**src/hw/bpred_pkg.sv**
```systemverilog
package bpred_pkg;

    // addresses and targets
    typedef logic [31:0] word_t;

    // control-flow kind kept in the BTB
    typedef enum logic [1:0] {
        cf_br   = 2'b00,
        cf_jal  = 2'b01,
        cf_jalr = 2'b10
    } cf_kind_t;

    // 2-bit saturating counter whose msb is the prediction
    typedef logic [1:0] ctr_t;

    localparam ctr_t ctr_reset = 2'b01; // weakly not taken / weakly local
    localparam ctr_t ctr_max   = 2'b11; // strongly taken / strongly global
    localparam ctr_t ctr_min   = 2'b00; // strongly not taken / strongly local

    // bank positions in the generate loop
    localparam int pht_global  = 0;
    localparam int pht_local   = 1;
    localparam int pht_chooser = 2;
    localparam int num_pht     = 3;

endpackage : bpred_pkg

```
**src/hw/predictor_index.sv**
```systemverilog
`timescale 1ns/10ps

module predictor_index #(
    parameter int history_depth = 8,
    parameter int bht_s_index   = 6
) (
    input  logic                   clk,
    input  logic                   arst_n,

    input  bpred_pkg::word_t       lookup_pc,

    input  logic                   resolve_valid,
    input  bpred_pkg::word_t       resolve_pc,
    input  bpred_pkg::cf_kind_t    resolve_kind,
    input  logic                   resolve_taken,

    output logic [bpred_pkg::num_pht-1:0][history_depth-1:0] read_index,
    output logic [bpred_pkg::num_pht-1:0][history_depth-1:0] write_index
);

    localparam int bht_entries = 2 ** bht_s_index;

    logic [history_depth-1:0] ghr;
    logic [history_depth-1:0] bht [bht_entries];
    logic [bht_s_index-1:0]   bht_rd_idx;
    logic [bht_s_index-1:0]   bht_wr_idx;
    logic [history_depth-1:0] bht_wr_hist;
    logic                     br_resolve;

    assign bht_rd_idx  = lookup_pc[bht_s_index+1:2];  // word aligned pc
    assign bht_wr_idx  = resolve_pc[bht_s_index+1:2];
    assign bht_wr_hist = bht[bht_wr_idx];
    assign br_resolve  = resolve_valid && (resolve_kind == bpred_pkg::cf_br);

    // lookup side sees the histories as they stand before this edge
    always_comb begin
        read_index[bpred_pkg::pht_global]  = ghr;
        read_index[bpred_pkg::pht_local]   = bht[bht_rd_idx];
        read_index[bpred_pkg::pht_chooser] = lookup_pc[history_depth+1:2];
    end

    // update side uses pre-shift history of the resolved pc
    always_comb begin
        write_index[bpred_pkg::pht_global]  = ghr;
        write_index[bpred_pkg::pht_local]   = bht_wr_hist;
        write_index[bpred_pkg::pht_chooser] = resolve_pc[history_depth+1:2];
    end

    always_ff @(posedge clk or negedge arst_n) begin
        if (!arst_n) begin
            ghr <= '0;
        end else if (br_resolve) begin
            ghr <= {ghr[history_depth-2:0], resolve_taken}; // newest outcome at lsb
        end
    end

    always_ff @(posedge clk or negedge arst_n) begin
        if (!arst_n) begin
            for (int i = 0; i < bht_entries; i++) begin
                bht[i] <= '0;
            end
        end else if (br_resolve) begin
            bht[bht_wr_idx] <= {bht_wr_hist[history_depth-2:0], resolve_taken};
        end
    end

endmodule : predictor_index

```
**config.mk**
```make
export PLATFORM = sky130hd
export DESIGN_NAME = predictor_index
export DESIGN_NICKNAME = d
export VERILOG_FILES = /design/src/hw/bpred_pkg.sv /design/src/hw/predictor_index.sv
export SDC_FILE = /design/constraint.sdc
export NUM_CORES = 1
export LEC_CHECK = 0
export ABC_AREA = 1
export BUFFER_PORTS_ARGS = -buffer_cell sky130_fd_sc_hd__buf_2
export CAP_MARGIN = 20
export CORE_MARGIN = 1
export CORE_UTILIZATION = 45
export DETAILED_ROUTE_END_ITERATION = 16
export HOLD_SLACK_MARGIN = 0.08
export PLACE_DENSITY = 0.61
export SYNTH_ARGS = -nofsm -noshare
export SYNTH_HDL_FRONTEND = slang
export SYNTH_SLANG_ARGS = --single-unit
```
**constraint.sdc**
```tcl
create_clock -name clk -period 1.63 [get_ports clk]
set_input_delay 0.0815 -clock clk [delete_from_list [all_inputs] [get_ports clk]]
set_output_delay 0.0815 -clock clk [all_outputs]
set_load 0.03 [all_outputs]
```
==> Word-level counts from Yosys, hierarchy flattened <==
Index checks and enable logic that the tools add are counted.
{ "word_totals": {"regBits": 520, "inputBits": 70, "out_inout_bits": 48} }
{ "op_classes": {"n_lt_le_gt_ge": 3, "n_mux": 9, "n_bitwise": 2, "n_reduce_logical": 3} }
{ "op_table": {"columns": ["cell", "count"], "rows": [
  ["$bwmux 512", 1],
  ["$bmux 8 s6", 2],
  ["$demux 8 s6", 1],
  ["$mux 8", 5],
  ["$ge 7x7->1 const B", 2],
  ["$not 6->7", 2],
  ["$lt 7x1->1 const B", 1],
  ["$logic_and 1x1->1", 2],
  ["$logic_not 2->1", 1]
]} }

==> Longest topological paths before layout <==
{ "logic_depth": {"ltp_word": 6, "mapped_depth": 17, "mapped_depth_nobuf": 13} }

==> Least setup slack after synthesis <==
OpenSTA, ideal clock, no wires.
{ "synth_timing": {"path_kind": "input to output", "startpoint": "in resolve_pc[3]", "endpoint": "out write_index[15] (netlist bit)", "arrival_ns": 1.680, "required_time_ns": 1.548, "slack_ns": -0.131, "cell_stages": 12, "path_buffers": 4, "cell_sequence": "buf_2 buf_2 buf_4 clkbuf_1 a21oi_1 or2_2 nand2_1 nand2_1 nand2_1 nand2_1 nor2_1 nand2_1"} }
{ "synth_rtl": {"columns": ["element", "line", "rtl"], "rows": [
  ["start: declaration", "predictor_index.sv:13", "input bpred_pkg::word_t resolve_pc,"],
  ["end: declaration", "predictor_index.sv:18", "output logic [bpred_pkg::num_pht-1:0][history_depth-1:0] write_index"]
]} }

==> flow_summary.toml <==
[timing]
clock.fmax_mhz = 432
setup_ws_ps = -683
fin_crit_sh_pct = 142
period_minus_slack_ps = 2310
worst_slew_pin_slew_ps = 654
fin_worst_skew_ps = 20.0
slew_headroom_pct = 56.4
maxSlewViolCount = 0
fin_setup_tns_ps = -144330
finalHoldViolations = 0
setup_viol = 468
rsz0062_at_grt = "true"

[logic_synthesis]
syn_nets = 4995
yosys_warnings = 0
synthSimpleGateAreaFrac_pct = 47.8
synth_top_family_by_area = "simple AND/OR/NAND/NOR gates"
synth_top_cell_by_area = "dfrtp_1"
ys_top_cells_by_area = "dfrtp_1 (42%), nand2_1 (39%), nand3_1 (6.2%)"
synth_cell_types = 23
ys_ff_latch = 520
ys_seq_area_share_pct = 42.0
synthMuxAreaShare_pct = 0
yosysTopAreaCellShare_pct = 42.0
synthAdderAreaFrac_pct = 0
avgSynthCellArea_um2 = 6.30
synth-xor-area-share_pct = 0
synth_compound_area_share_pct = 3.85
synthCells = 4925
synth_area_um2 = 31000

[final_layout]
num-fill-cells = 5974
multiInputGateArea_um2 = 17900
area_growth_pct = 40.6
nets = 5672
finalNonFillerCells = 6526
drive_above_1_share_pct = 29.1
seqCellArea_um2 = 13000

[routing]
ant_nets = 0
wire_per_inst_um = 21.3
vias_per_cell = 5.50
vias = 35900
drcViolationCount = 0
first_pass_iters = 6
drt-initial-drc-count = 4178
drt_wl_total_um = 139000

[power]
switching_share_pct = 28.3
power_density_nw_per_um2 = 753
power_frac_seq_pct = 40.2
p_clk_share_pct = 45.8
vdd.ir_drop.worst_mv = 0.923
power_mw = 32.8
p_comb_share_pct = 14.0
leakagePower_nw = 23.8
power.switching_mw = 9.31
p_int_mw = 23.5

[worst_setup_path]
arrival_ps = 2230
reg2reg_depth = 17
max_stage_delay_ps = 390
critPathLaunchType = "register"
r2r_end = "bht[124]"
crit_chain = "buf_6, a21oi_2, o21ai_1, nand3_1, nand2_2, nand2_2, nand3_2, o211ai_1, nand2_2, buf_6"
path_class = "register to primary output"
setup.worst_path.end_class = "primary output"
r2r_slack_ps = -570
path_depth = 10
endpoint = "read_index[11]"
cp_max_fo = 2
critPathRequiredTime_ps = 1550
crit_top_cell = "nand2_2"
r2r_start = "bht[235]"
slowest_stage = "dfrtp_1"
startpoint = "bht[435]"
critPathBufInv = 2
path_delay_family = "simple AND/OR/NAND/NOR gates"

[floorplanning]
core_um2 = 67600
initial_core_util_pct = 45.9
die_y_um = 265
io-pin-count = 118
dieArea_um2 = 70000
chipWidth_um = 265
row_count = 95

[placement]
dpl_worst_slack_ps = -601
port_buffers = 61
dp.cells = 6316
routabilityCongestion = 0.991
dp_hpwl_um = 89800

[cts]
cts_root_buf = "clkbuf_16"
ctsHtreeMaxLevel = 3
cts_tree = "built"
cts.reportedPaths.clkPinSlew_ps = 60
cts_num_sinks = 520
cts_inserted_buffers = 66
clock_path_buffers = 3
insertion_delay_ps = 640

[global_routing]
grt_pass1_vias = 33700
grt_first_pass_wirelength_um = 209000
busiest_layer = "met2"
gr-usage-met1_pct = 53.6
use_met2_pct = 58.8
grt_max_degree = 107
track_usage_pct = 39.7
grt-ovfl-total = 0
antenna_found_initial = 3
grt_util_met3_pct = 9.91

[status]
violations = "setup timing"
status = "complete, but fails checks"

[min_path]
holdCritPathClass = "input port to async pin"

[run]
cap_violations = 0
sequential cells by signal, indices dropped and copies added (netlist names):
register,cells
bht,512
ghr,8
cells in the mapped netlist:
cell	count
buf_4	76
nor3_4	2
a22oi_1	1
o211ai_1	20
or2_1	1
o21ai_1	57
nand2_1	3240
buf_1	25
clkinv_1	1
o21ai_0	82
buf_2	61
inv_2	81
nor2_2	44
nor2_4	10
a21oi_1	68
nand4_1	4
nor3_2	8
dfrtp_1	520
clkbuf_1	121
inv_1	71
or2_2	7
nor2_1	42
nand3_1	383
worst reg2reg max path: stages, from the launching register on:
cell,delay (ps)
dfrtp_1,380
nand2_1,70
nand2_1,50
nand2_1,50
nand2_1,80
nand2_1,80
nand2_1,130
nand2_1,140
nand2_4,70
nor2_4,120
nand2_4,120
buf_6,140
buf_6,130
buf_12,170
buf_12,140
buf_16,130
nand2_2,40
nand2_1,50
cell usage in the layout (no fill, tap or decap), drive strengths merged:
master / n
a21oi: 68
nand3: 383
nand2: 3240
o211ai: 20
buf: 880
nor3: 10
bufbuf: 1
clkinvlp: 2
dlygate4sd3: 11
diode: 2
o21ai: 139
nand4: 4
nor2: 96
bufinv: 3
or2: 8
clkinv: 11
clkbuf: 100
inv: 154
dfrtp: 520
a22oi: 1
layer usage:
layer | vias to the layer above | wire, µm
met5 | - | 22
met4 | 4 | 7860
met3 | 466 | 15800
met2 | 1978 | 59800
met1 | 16900 | 55800
li1 | 16600 | -
worst min-delay path by stage:
stage / startpoint / to
floorplan: arst_n / bht[0]
global placement: arst_n / bht[61]
detailed placement: arst_n / bht[61]
CTS: lookup_pc[8] / read_index[22]
global route: lookup_pc[8] / read_index[22]
finish: arst_n / bht[504]
per-stage QoR:
stage | area (µm²) | hold slack, ps | util [%]
floorplan | 31100 | -214 | -
global placement | 37900 | -60.4 | 56.0
detailed placement | 37900 | -62.9 | 56.0
CTS | 42700 | 163 | 63.2
global route | 43600 | 163 | 64.5
finish | 43600 | 115 | 64.5
power groups by stage:
stage                     clock network, mW  logic, mW  registers [mW]
after floorplan                           0       1.76            13.5
after global placement                    0       3.92            13.4
after detailed placement                  0       3.93            13.4
after CTS                              15.1       4.42            13.2
after global routing                   15.6       4.82            13.2
final                                  15.0       4.61            13.2
cell type report:
cell class                      instances  area share (%)
Clock inverter                         17           0.482
Tap cell                              873            2.50
Multi-Input combinational cell       3969            41.0
Antenna cell                            2          0.0115
Inverter                              153            1.36
Sequential cell                       520            29.8
Clock buffer                          100            4.52
Timing Repair Buffer                  892            20.3
cells by family after synthesis:
| logic type | count (synthesis) |
|---|---|
| AO/OA/AOI/OAI | 228 |
| buffers and inverters | 436 |
| flip-flops | 520 |
| AND/OR/NAND/NOR | 3741 |
what timing repair did:
action	4_1_cts	5_1_grt
pin swaps	99	128
buffers inserted	39	22
endpoints found under the setup margin	464	488
hold buffers	11	0
resized for setup	492	242
gates cloned	26	0
endpoints found under the hold margin	586	0
Power figures use the tool's default switching activity.
