==> src/hw/bpred_pkg.sv <==
package bpred_pkg;

    // addresses and targets
    typedef logic [31:0] word_t;

    // control-flow kind kept in the BTB
    typedef enum logic [1:0] {
        cf_br   = 2'b00,
        cf_jal  = 2'b01,
        cf_jalr = 2'b10
    } cf_kind_t;

    // 2-bit saturating counter whose msb is the prediction
    typedef logic [1:0] ctr_t;

    localparam ctr_t ctr_reset = 2'b01; // weakly not taken / weakly local
    localparam ctr_t ctr_max   = 2'b11; // strongly taken / strongly global
    localparam ctr_t ctr_min   = 2'b00; // strongly not taken / strongly local

    // bank positions in the generate loop
    localparam int pht_global  = 0;
    localparam int pht_local   = 1;
    localparam int pht_chooser = 2;
    localparam int num_pht     = 3;

endpackage : bpred_pkg

==> src/hw/bpred_perf.sv <==
`timescale 1ns/10ps

module bpred_perf #(
    parameter int perf_counter_width = 16
) (
    input  logic                          clk,
    input  logic                          arst_n,

    input  logic                          resolve_valid,
    input  bpred_pkg::cf_kind_t           resolve_kind,
    input  logic                          resolve_taken,
    input  bpred_pkg::word_t              resolve_target,
    input  logic                          resolve_pred_hit,
    input  logic                          resolve_pred_taken,
    input  bpred_pkg::word_t              resolve_pred_target,

    output logic [perf_counter_width-1:0] cf_count,
    output logic                          cf_overflow,
    output logic [perf_counter_width-1:0] correct_count,
    output logic                          correct_overflow
);

    bpred_pkg::word_t cmp_target;
    logic             target_ok;
    logic             correct;

    // jalr is judged against the bit-0 cleared target, as the BTB stores it
    assign cmp_target = (resolve_kind == bpred_pkg::cf_jalr) ?
                        {resolve_target[31:1], 1'b0} : resolve_target;
    assign target_ok  = resolve_pred_target == cmp_target;

    always_comb begin
        correct = 1'b0;
        unique case (resolve_kind)
            bpred_pkg::cf_br: begin
                if (resolve_pred_hit) begin
                    correct = (resolve_pred_taken == resolve_taken) &&
                              (!resolve_taken || target_ok);
                end else begin
                    correct = !resolve_taken; // fall-through was right
                end
            end
            bpred_pkg::cf_jal,
            bpred_pkg::cf_jalr: correct = resolve_pred_hit && target_ok;
            default: correct = 1'b0;
        endcase
    end

    always_ff @(posedge clk or negedge arst_n) begin
        if (!arst_n) begin
            cf_count         <= '0;
            cf_overflow      <= 1'b0;
            correct_count    <= '0;
            correct_overflow <= 1'b0;
        end else if (resolve_valid) begin
            cf_count <= cf_count + 1'b1; // wraps
            if (&cf_count) begin
                cf_overflow <= 1'b1; // sticky
            end
            if (correct) begin
                correct_count <= correct_count + 1'b1;
                if (&correct_count) begin
                    correct_overflow <= 1'b1;
                end
            end
        end
    end

endmodule : bpred_perf

==> config.mk <==
export PLATFORM = sky130hd
export DESIGN_NAME = bpred_perf
export DESIGN_NICKNAME = d
export VERILOG_FILES = /design/src/hw/bpred_pkg.sv /design/src/hw/bpred_perf.sv
export SDC_FILE = /design/constraint.sdc
export NUM_CORES = 1
export LEC_CHECK = 0
export BUFFER_PORTS_ARGS = -buffer_cell sky130_fd_sc_hd__buf_2
export CAP_MARGIN = 25
export CORE_UTILIZATION = 41
export DETAILED_ROUTE_END_ITERATION = 8
export PLACE_DENSITY = 0.77
export SKIP_LAST_GASP = 1
export SLEW_MARGIN = 10
export SYNTH_ARGS = -nofsm -noshare
export SYNTH_HDL_FRONTEND = slang
export SYNTH_SLANG_ARGS = --single-unit
==> constraint.sdc <==
create_clock -name clk -period 1.5 [get_ports clk]
set_input_delay 0.3 -clock clk [delete_from_list [all_inputs] [get_ports clk]]
set_output_delay 0.3 -clock clk [all_outputs]
set_load 0.01 [all_outputs]
# == After elaboration in Yosys (flattened, before gate mapping) ==
# Cells that the tools add are included.
# totals
reg_bits,34
input_bits,72
output_inout_bits,34
elab_cells,22
# op_classes
addsub,2
n_eq_ne,4
mux,3
reduce_logical,9
# op_table
cell,n
$add 16x1->16 const B,2
$eq 32x32->1,1
$reduce_and 18->1,1
$reduce_and 17->1,1
$eq 2x1->1 const B,1
$eq 2x2->1 const B,1
$logic_and 1x1->1,2
$logic_not 2->1,1
$mux 1,2
$pmux 1 s2,1
$reduce_and 2->1,1
$reduce_or 2->1,1
$eq 1x1->1,1
$logic_not 1->1,1
$logic_or 1x1->1,1

# == Logic depth before layout (Yosys ltp) ==
# logic_depth
word_depth,8
depth_mapped,9
depth_no_buf,8

# == Least setup slack after synthesis ==
# No wires, ideal clock.
# synth_path
path_type,input-to-reg
start,input port resolve_kind[0]
end,register correct_count[1]
setup_time_ns,0.125
arrival_ns,1.681
required_ns,1.375
path_slack_ns,-0.306
stages,8
n_path_buf,0
path_cell_list,inv_1 > ha_1 > nand2b_1 > xnor2_1 > nor3_1 > a31oi_2 > nor2_1 > mux2_2
# synth_via
elab_chain_len,8
elab_cells_between_ends,12
classes_between,eq/ne: 3; mux: 3; reduce/logical: 6
# synth_lines
item,line_no,text
"start, declared",bpred_perf.sv:10,"input bpred_pkg::cf_kind_t resolve_kind,"
$eq 2x2->1,"bpred_perf.sv:28, bpred_perf.sv:34",
$mux 1,bpred_perf.sv:28,assign cmp_target = (resolve_kind == bpred_pkg::cf_jalr) ?
$eq 32x32->1,bpred_perf.sv:30,assign target_ok = resolve_pred_target == cmp_target;
$logic_or 1x1->1,bpred_perf.sv:38,(!resolve_taken || target_ok);
$logic_and 1x1->1,bpred_perf.sv:37,correct = (resolve_pred_taken == resolve_taken) &&
$mux 1,bpred_perf.sv:36,if (resolve_pred_hit) begin
$pmux 1 s2 (*),bpred_perf.sv:34,unique case (resolve_kind)
$reduce_and 2->1 (no line) (*),n/a,
"end signal, assigned",bpred_perf.sv:61,correct_count <= correct_count + 1'b1;
"end, declared",bpred_perf.sv:19,"output logic [perf_counter_width-1:0] correct_count,"
# Mark *: on every way between the ends. The rest lies on a longest branch, timed or not.
# A chain may end at the register's enable or synchronous reset.

# == Worst setup path in the final report ==
# layout_path
start,input port resolve_pred_target[6]
end,register correct_count[2]
# layout_via
elab_chain_len,6
elab_cells_between_ends,7
classes_between,eq/ne: 1; mux: 2; reduce/logical: 4
# layout_lines
item,line_no,text
"start, declared",bpred_perf.sv:15,"input bpred_pkg::word_t resolve_pred_target,"
$eq 32x32->1 (*),bpred_perf.sv:30,
$logic_or 1x1->1,bpred_perf.sv:38,
$logic_and 1x1->1,bpred_perf.sv:37,
$mux 1,bpred_perf.sv:36,
$pmux 1 s2 (*),bpred_perf.sv:34,
$reduce_and 2->1 (no line) (*),n/a,
# Marks and branches as above.

==> flow_summary.html <==
<table>
<tr><th>Metric</th><th>Value</th></tr>
<tr><th colspan="2">CTS</th></tr>
<tr><td>Number of buffers added by the clock tree synthesis step</td><td>5</td></tr>
<tr><td>Buffer depth of the longest clock path</td><td>2</td></tr>
<tr><td>Number of H-tree levels</td><td>2</td></tr>
<tr><td>Number of clock sinks seen by CTS</td><td>34</td></tr>
<tr><td>Total of hold buffers inserted after clock tree synthesis</td><td>0</td></tr>
<tr><td>Clock latency reported for the late side of the worst-skew pair</td><td>290 ps</td></tr>
<tr><td>Clock root buffer</td><td>sky130_fd_sc_hd__clkbuf_8</td></tr>
<tr><td>TritonCTS clock tree</td><td>done</td></tr>
<tr><td>Clock slew seen by the registers of the worst setup and hold paths</td><td>70 ps</td></tr>
<tr><th colspan="2">Route</th></tr>
<tr><td>Number of violations reported at the end of detailed-routing iteration 0</td><td>115</td></tr>
<tr><td>Met3 wire length</td><td>286 um</td></tr>
<tr><td>Met1 wire length</td><td>2050 um</td></tr>
<tr><td>Via density per instance</td><td>4.88</td></tr>
<tr><td>Vias post-DR</td><td>1883</td></tr>
<tr><td>Routed length per placed instance</td><td>13.3 um</td></tr>
<tr><td>Routed met2 length</td><td>2760 um</td></tr>
<tr><td>Remaining antenna violation count after routing</td><td>0</td></tr>
<tr><td>WL final</td><td>5130 um</td></tr>
<tr><td>Number of iterations in the first detailed-routing pass</td><td>4</td></tr>
<tr><td>Top layer reached by signal wires</td><td>met4</td></tr>
<tr><td>Detailed-route DRC error count</td><td>0</td></tr>
<tr><th colspan="2">Setup path</th></tr>
<tr><td>WP data required</td><td>1710 ps</td></tr>
<tr><td>Max stage delay cell, worst path</td><td>sky130_fd_sc_hd__nor4_4</td></tr>
<tr><td>Stage delay of the slowest cell on the critical path</td><td>330 ps</td></tr>
<tr><td>Kind of cell adding the most delay to the critical path</td><td>simple AND/OR/NAND/NOR gates</td></tr>
<tr><td>Critical-path cell list</td><td>buf_6 -&gt; xnor2_1 -&gt; nand4_1 -&gt; nor4_4 -&gt; a31oi_4 -&gt; buf_12 -&gt; buf_8 -&gt; nor3b_2 -&gt; xor2_1</td></tr>
<tr><td>Reg-to-reg setup timing slack</td><td>-30 ps</td></tr>
<tr><td>Sort of element at the end of the critical path</td><td>register</td></tr>
<tr><td>Worst Path Buf+Inv</td><td>3</td></tr>
<tr><td>Worst Setup Start Kind</td><td>primary input</td></tr>
<tr><td>Worst path arrival time</td><td>1900 ps</td></tr>
<tr><td>Critical Setup Path Class</td><td>primary input to register</td></tr>
<tr><td>Maximum fanout along the worst path</td><td>6</td></tr>
<tr><th colspan="2">STA</th></tr>
<tr><td>Final hold vios</td><td>0</td></tr>
<tr><td>Final clock skew</td><td>6.59 ps</td></tr>
<tr><td>Unrepaired setup endpoints after global routing</td><td>yes</td></tr>
<tr><td>Final count of negative-setup-slack endpoints</td><td>17</td></tr>
<tr><td>Final WS setup</td><td>-184 ps</td></tr>
<tr><td>Share of the clock period used by the worst path</td><td>112%</td></tr>
<tr><td>Max-slew headroom at the worst pin</td><td>68.9%</td></tr>
<tr><td>Actual slew at the worst max-slew pin</td><td>464 ps</td></tr>
<tr><td>Time the worst path needs with I/O delays and setup</td><td>1680 ps</td></tr>
<tr><td>Worst Hold Margin</td><td>31.2 ps</td></tr>
<tr><td>Final count of pins violating max slew</td><td>0</td></tr>
<tr><td>Peak clock frequency supported by timing</td><td>594 MHz</td></tr>
<tr><th colspan="2">Yosys</th></tr>
<tr><td>Distinct cell type count after synthesis</td><td>26</td></tr>
<tr><td>Ys Warns</td><td>0</td></tr>
<tr><td>Leading post-synthesis cells by cell area</td><td>sky130_fd_sc_hd__dfrtp_1 43%, sky130_fd_sc_hd__xnor2_1 21%, sky130_fd_sc_hd__xor2_1 6.6%</td></tr>
<tr><td>Flip-flop and latch count after synthesis</td><td>34</td></tr>
<tr><td>Sequential area share after synthesis</td><td>42.9%</td></tr>
<tr><td>Post-synth net total</td><td>260</td></tr>
<tr><td>Largest area contributor in the netlist</td><td>sky130_fd_sc_hd__dfrtp_1</td></tr>
<tr><td>Average footprint of a synthesized cell</td><td>10.8 um^2</td></tr>
<tr><td>Fraction of synthesized cell area taken by the top area cell type</td><td>42.9%</td></tr>
<tr><td>Post-Syn Instances</td><td>183</td></tr>
<tr><td>Total standard cell area after synthesis</td><td>1980 um^2</td></tr>
<tr><th colspan="2">GRT</th></tr>
<tr><td>Vias in the first global route</td><td>1748</td></tr>
<tr><td>GRT Total Usage</td><td>19.2%</td></tr>
<tr><td>Initial antenna violation count</td><td>0</td></tr>
<tr><td>Global-route wire length before repair</td><td>7450 um</td></tr>
<tr><td>Global route overflow</td><td>0</td></tr>
<tr><td>Largest net degree at the start of global routing</td><td>35</td></tr>
<tr><th colspan="2">Power</th></tr>
<tr><td>Standby leakage power</td><td>1.78 nW</td></tr>
<tr><td>Total power per unit cell area</td><td>961 nW/um^2</td></tr>
<tr><td>Max rail drop VDD</td><td>0.000446 V</td></tr>
<tr><th colspan="2">Final layout</th></tr>
<tr><td>Most common cell after layout, fill and taps aside</td><td>sky130_fd_sc_hd__buf_2</td></tr>
<tr><td>Commonest cells after routing, fill and taps aside</td><td>93 x sky130_fd_sc_hd__buf_2, 38 x sky130_fd_sc_hd__xnor2_1, 35 x sky130_fd_sc_hd__buf_4</td></tr>
<tr><td>Inserted Diodes</td><td>0</td></tr>
<tr><td>Layout overhead on the synthesized area</td><td>71.1%</td></tr>
<tr><td>Final cell utilization of the core</td><td>75.4%</td></tr>
<tr><td>Share of post-route cells with drive strength above 1</td><td>57.8%</td></tr>
<tr><td>Total number of nets in the final design</td><td>410</td></tr>
<tr><th colspan="2">Floorplan</th></tr>
<tr><td>Horiz. Die Dim</td><td>71.6 um</td></tr>
<tr><td>Boundary Pins</td><td>106</td></tr>
<tr><td>Die height</td><td>71.6 um</td></tr>
<tr><td>Die area</td><td>5120 um^2</td></tr>
<tr><td>Initial cell density of the core</td><td>44.1%</td></tr>
<tr><td>Row count</td><td>24</td></tr>
<tr><td>Placeable core region</td><td>4500 um^2</td></tr>
<tr><th colspan="2">Status</th></tr>
<tr><td>Violated checks</td><td>setup timing</td></tr>
<tr><td>Result of the run</td><td>finished, violations left</td></tr>
<tr><th colspan="2">Place</th></tr>
<tr><td>Minimum setup slack after placement</td><td>-509 ps</td></tr>
<tr><td>Placer Congestion</td><td>0.779</td></tr>
<tr><td>Post-detail-place hpwl</td><td>3800 um</td></tr>
<tr><td>Number of buffers added on ports</td><td>105</td></tr>
<tr><th colspan="2">Flow run</th></tr>
<tr><td>Max-cap violations</td><td>0</td></tr>
<tr><th colspan="2">Hold path</th></tr>
<tr><td>Worst hold path class</td><td>primary input to asynchronous set/reset pin</td></tr>
</table>
[final cells by class]
class                   instances  area, um^2
inverters                       8        42.5
clock buffers                   5        68.8
multi-input cells             138        1350
flip-flops and latches         34         851
clock inverters                 3        68.8
repair buffers                146         952
fillers                       302        1110
well taps                      52        65.1
[layer usage]
metal | up-vias | global-route usage (%)
li1 | 933 | -
met1 | 872 | 20.0
met2 | 76 | 37.0
met3 | 2 | 4.92
met4 | 0 | 6.54
met5 | - | 0
[cells in the mapped netlist]
| cell | number |
|---|---|
| sky130_fd_sc_hd__a211oi_1 | 1 |
| sky130_fd_sc_hd__a31oi_1 | 1 |
| sky130_fd_sc_hd__a31oi_2 | 1 |
| sky130_fd_sc_hd__a41o_1 | 2 |
| sky130_fd_sc_hd__and3_1 | 4 |
| sky130_fd_sc_hd__and4_1 | 1 |
| sky130_fd_sc_hd__and4bb_2 | 1 |
| sky130_fd_sc_hd__buf_2 | 2 |
| sky130_fd_sc_hd__buf_6 | 1 |
| sky130_fd_sc_hd__dfrtp_1 | 34 |
| sky130_fd_sc_hd__ha_1 | 5 |
| sky130_fd_sc_hd__inv_1 | 8 |
| sky130_fd_sc_hd__mux2_2 | 2 |
| sky130_fd_sc_hd__nand2_1 | 6 |
| sky130_fd_sc_hd__nand2b_1 | 2 |
| sky130_fd_sc_hd__nand3_1 | 14 |
| sky130_fd_sc_hd__nand4_1 | 12 |
| sky130_fd_sc_hd__nor2_1 | 8 |
| sky130_fd_sc_hd__nor3_1 | 7 |
| sky130_fd_sc_hd__nor3b_2 | 1 |
| sky130_fd_sc_hd__nor4_1 | 1 |
| sky130_fd_sc_hd__nor4_2 | 3 |
| sky130_fd_sc_hd__nor4_4 | 2 |
| sky130_fd_sc_hd__nor4b_1 | 2 |
| sky130_fd_sc_hd__xnor2_1 | 47 |
| sky130_fd_sc_hd__xor2_1 | 15 |
[sequential cells by signal, indices dropped and copies added (netlist names)]
register / count
correct_count: 16
cf_overflow: 1
correct_overflow: 1
cf_count: 16
[final timing paths]
check,startpoint,end,cells past startpoint
min,arst_n,cf_count[8]$_DFFE_PN0P_,2
max in group asynchronous,arst_n,correct_count[15]$_DFFE_PN0P_,2
min reg2reg,correct_overflow$_DFFE_PN0P_,correct_overflow$_DFFE_PN0P_,1
max,resolve_pred_target[6],correct_count[2]$_DFFE_PN0P_,9
max reg2reg,correct_count[0]$_DFFE_PN0P_,correct_count[12]$_DFFE_PN0P_,5
min in group clk,resolve_valid,cf_count[0]$_DFFE_PN0P_,3
[stage by stage]
stage               TNS (ps)  power (mW)  instances  instance area (um^2)
floorplan              -1400        1.61        183                  2080
global placement       -6940        2.11        372                  2910
detailed placement     -8060        2.14        372                  2910
CTS                     -849        3.20        380                  3160
global route           -3430        3.43        386                  3390
finish                 -1810        3.26        386                  3390
[worst register-to-register path: stages (launching register included)]
cell	delay, ps
sky130_fd_sc_hd__dfrtp_1	390
sky130_fd_sc_hd__ha_1	230
sky130_fd_sc_hd__nand4_1	170
sky130_fd_sc_hd__buf_4	210
sky130_fd_sc_hd__nor4_4	270
sky130_fd_sc_hd__xor2_1	180
[logic make-up after synthesis]
kind of cell	Yosys count	share of synthesized area, %
and+or+nand+nor	64	20.6
xor gates and xnor gates	62	27.4
DFF	34	42.9
buffers and inverters	11	2.59
AOI/OAI and AO/OA	5	2.33
adders and majority gates	5	3.15
muxes	2	1.13
[repair_timing]
action / in CTS / in global routing
hold endpoints to repair: 0 / 0
resized for setup: 21 / 30
setup endpoints to repair: 18 / 20
cloned: 0 / 0
setup buffers: 0 / 6
pin swaps: 15 / 29
[where the power goes]
part | switching, mW | internal, mW | leakage, nW | total [mW]
combinational | 0.476 | 0.604 | 1.27 | 1.08
sequential | 0.119 | 1.05 | 0.438 | 1.17
clock | 0.350 | 0.666 | 0.0683 | 1.02
(Power assumes the default switching activity.)
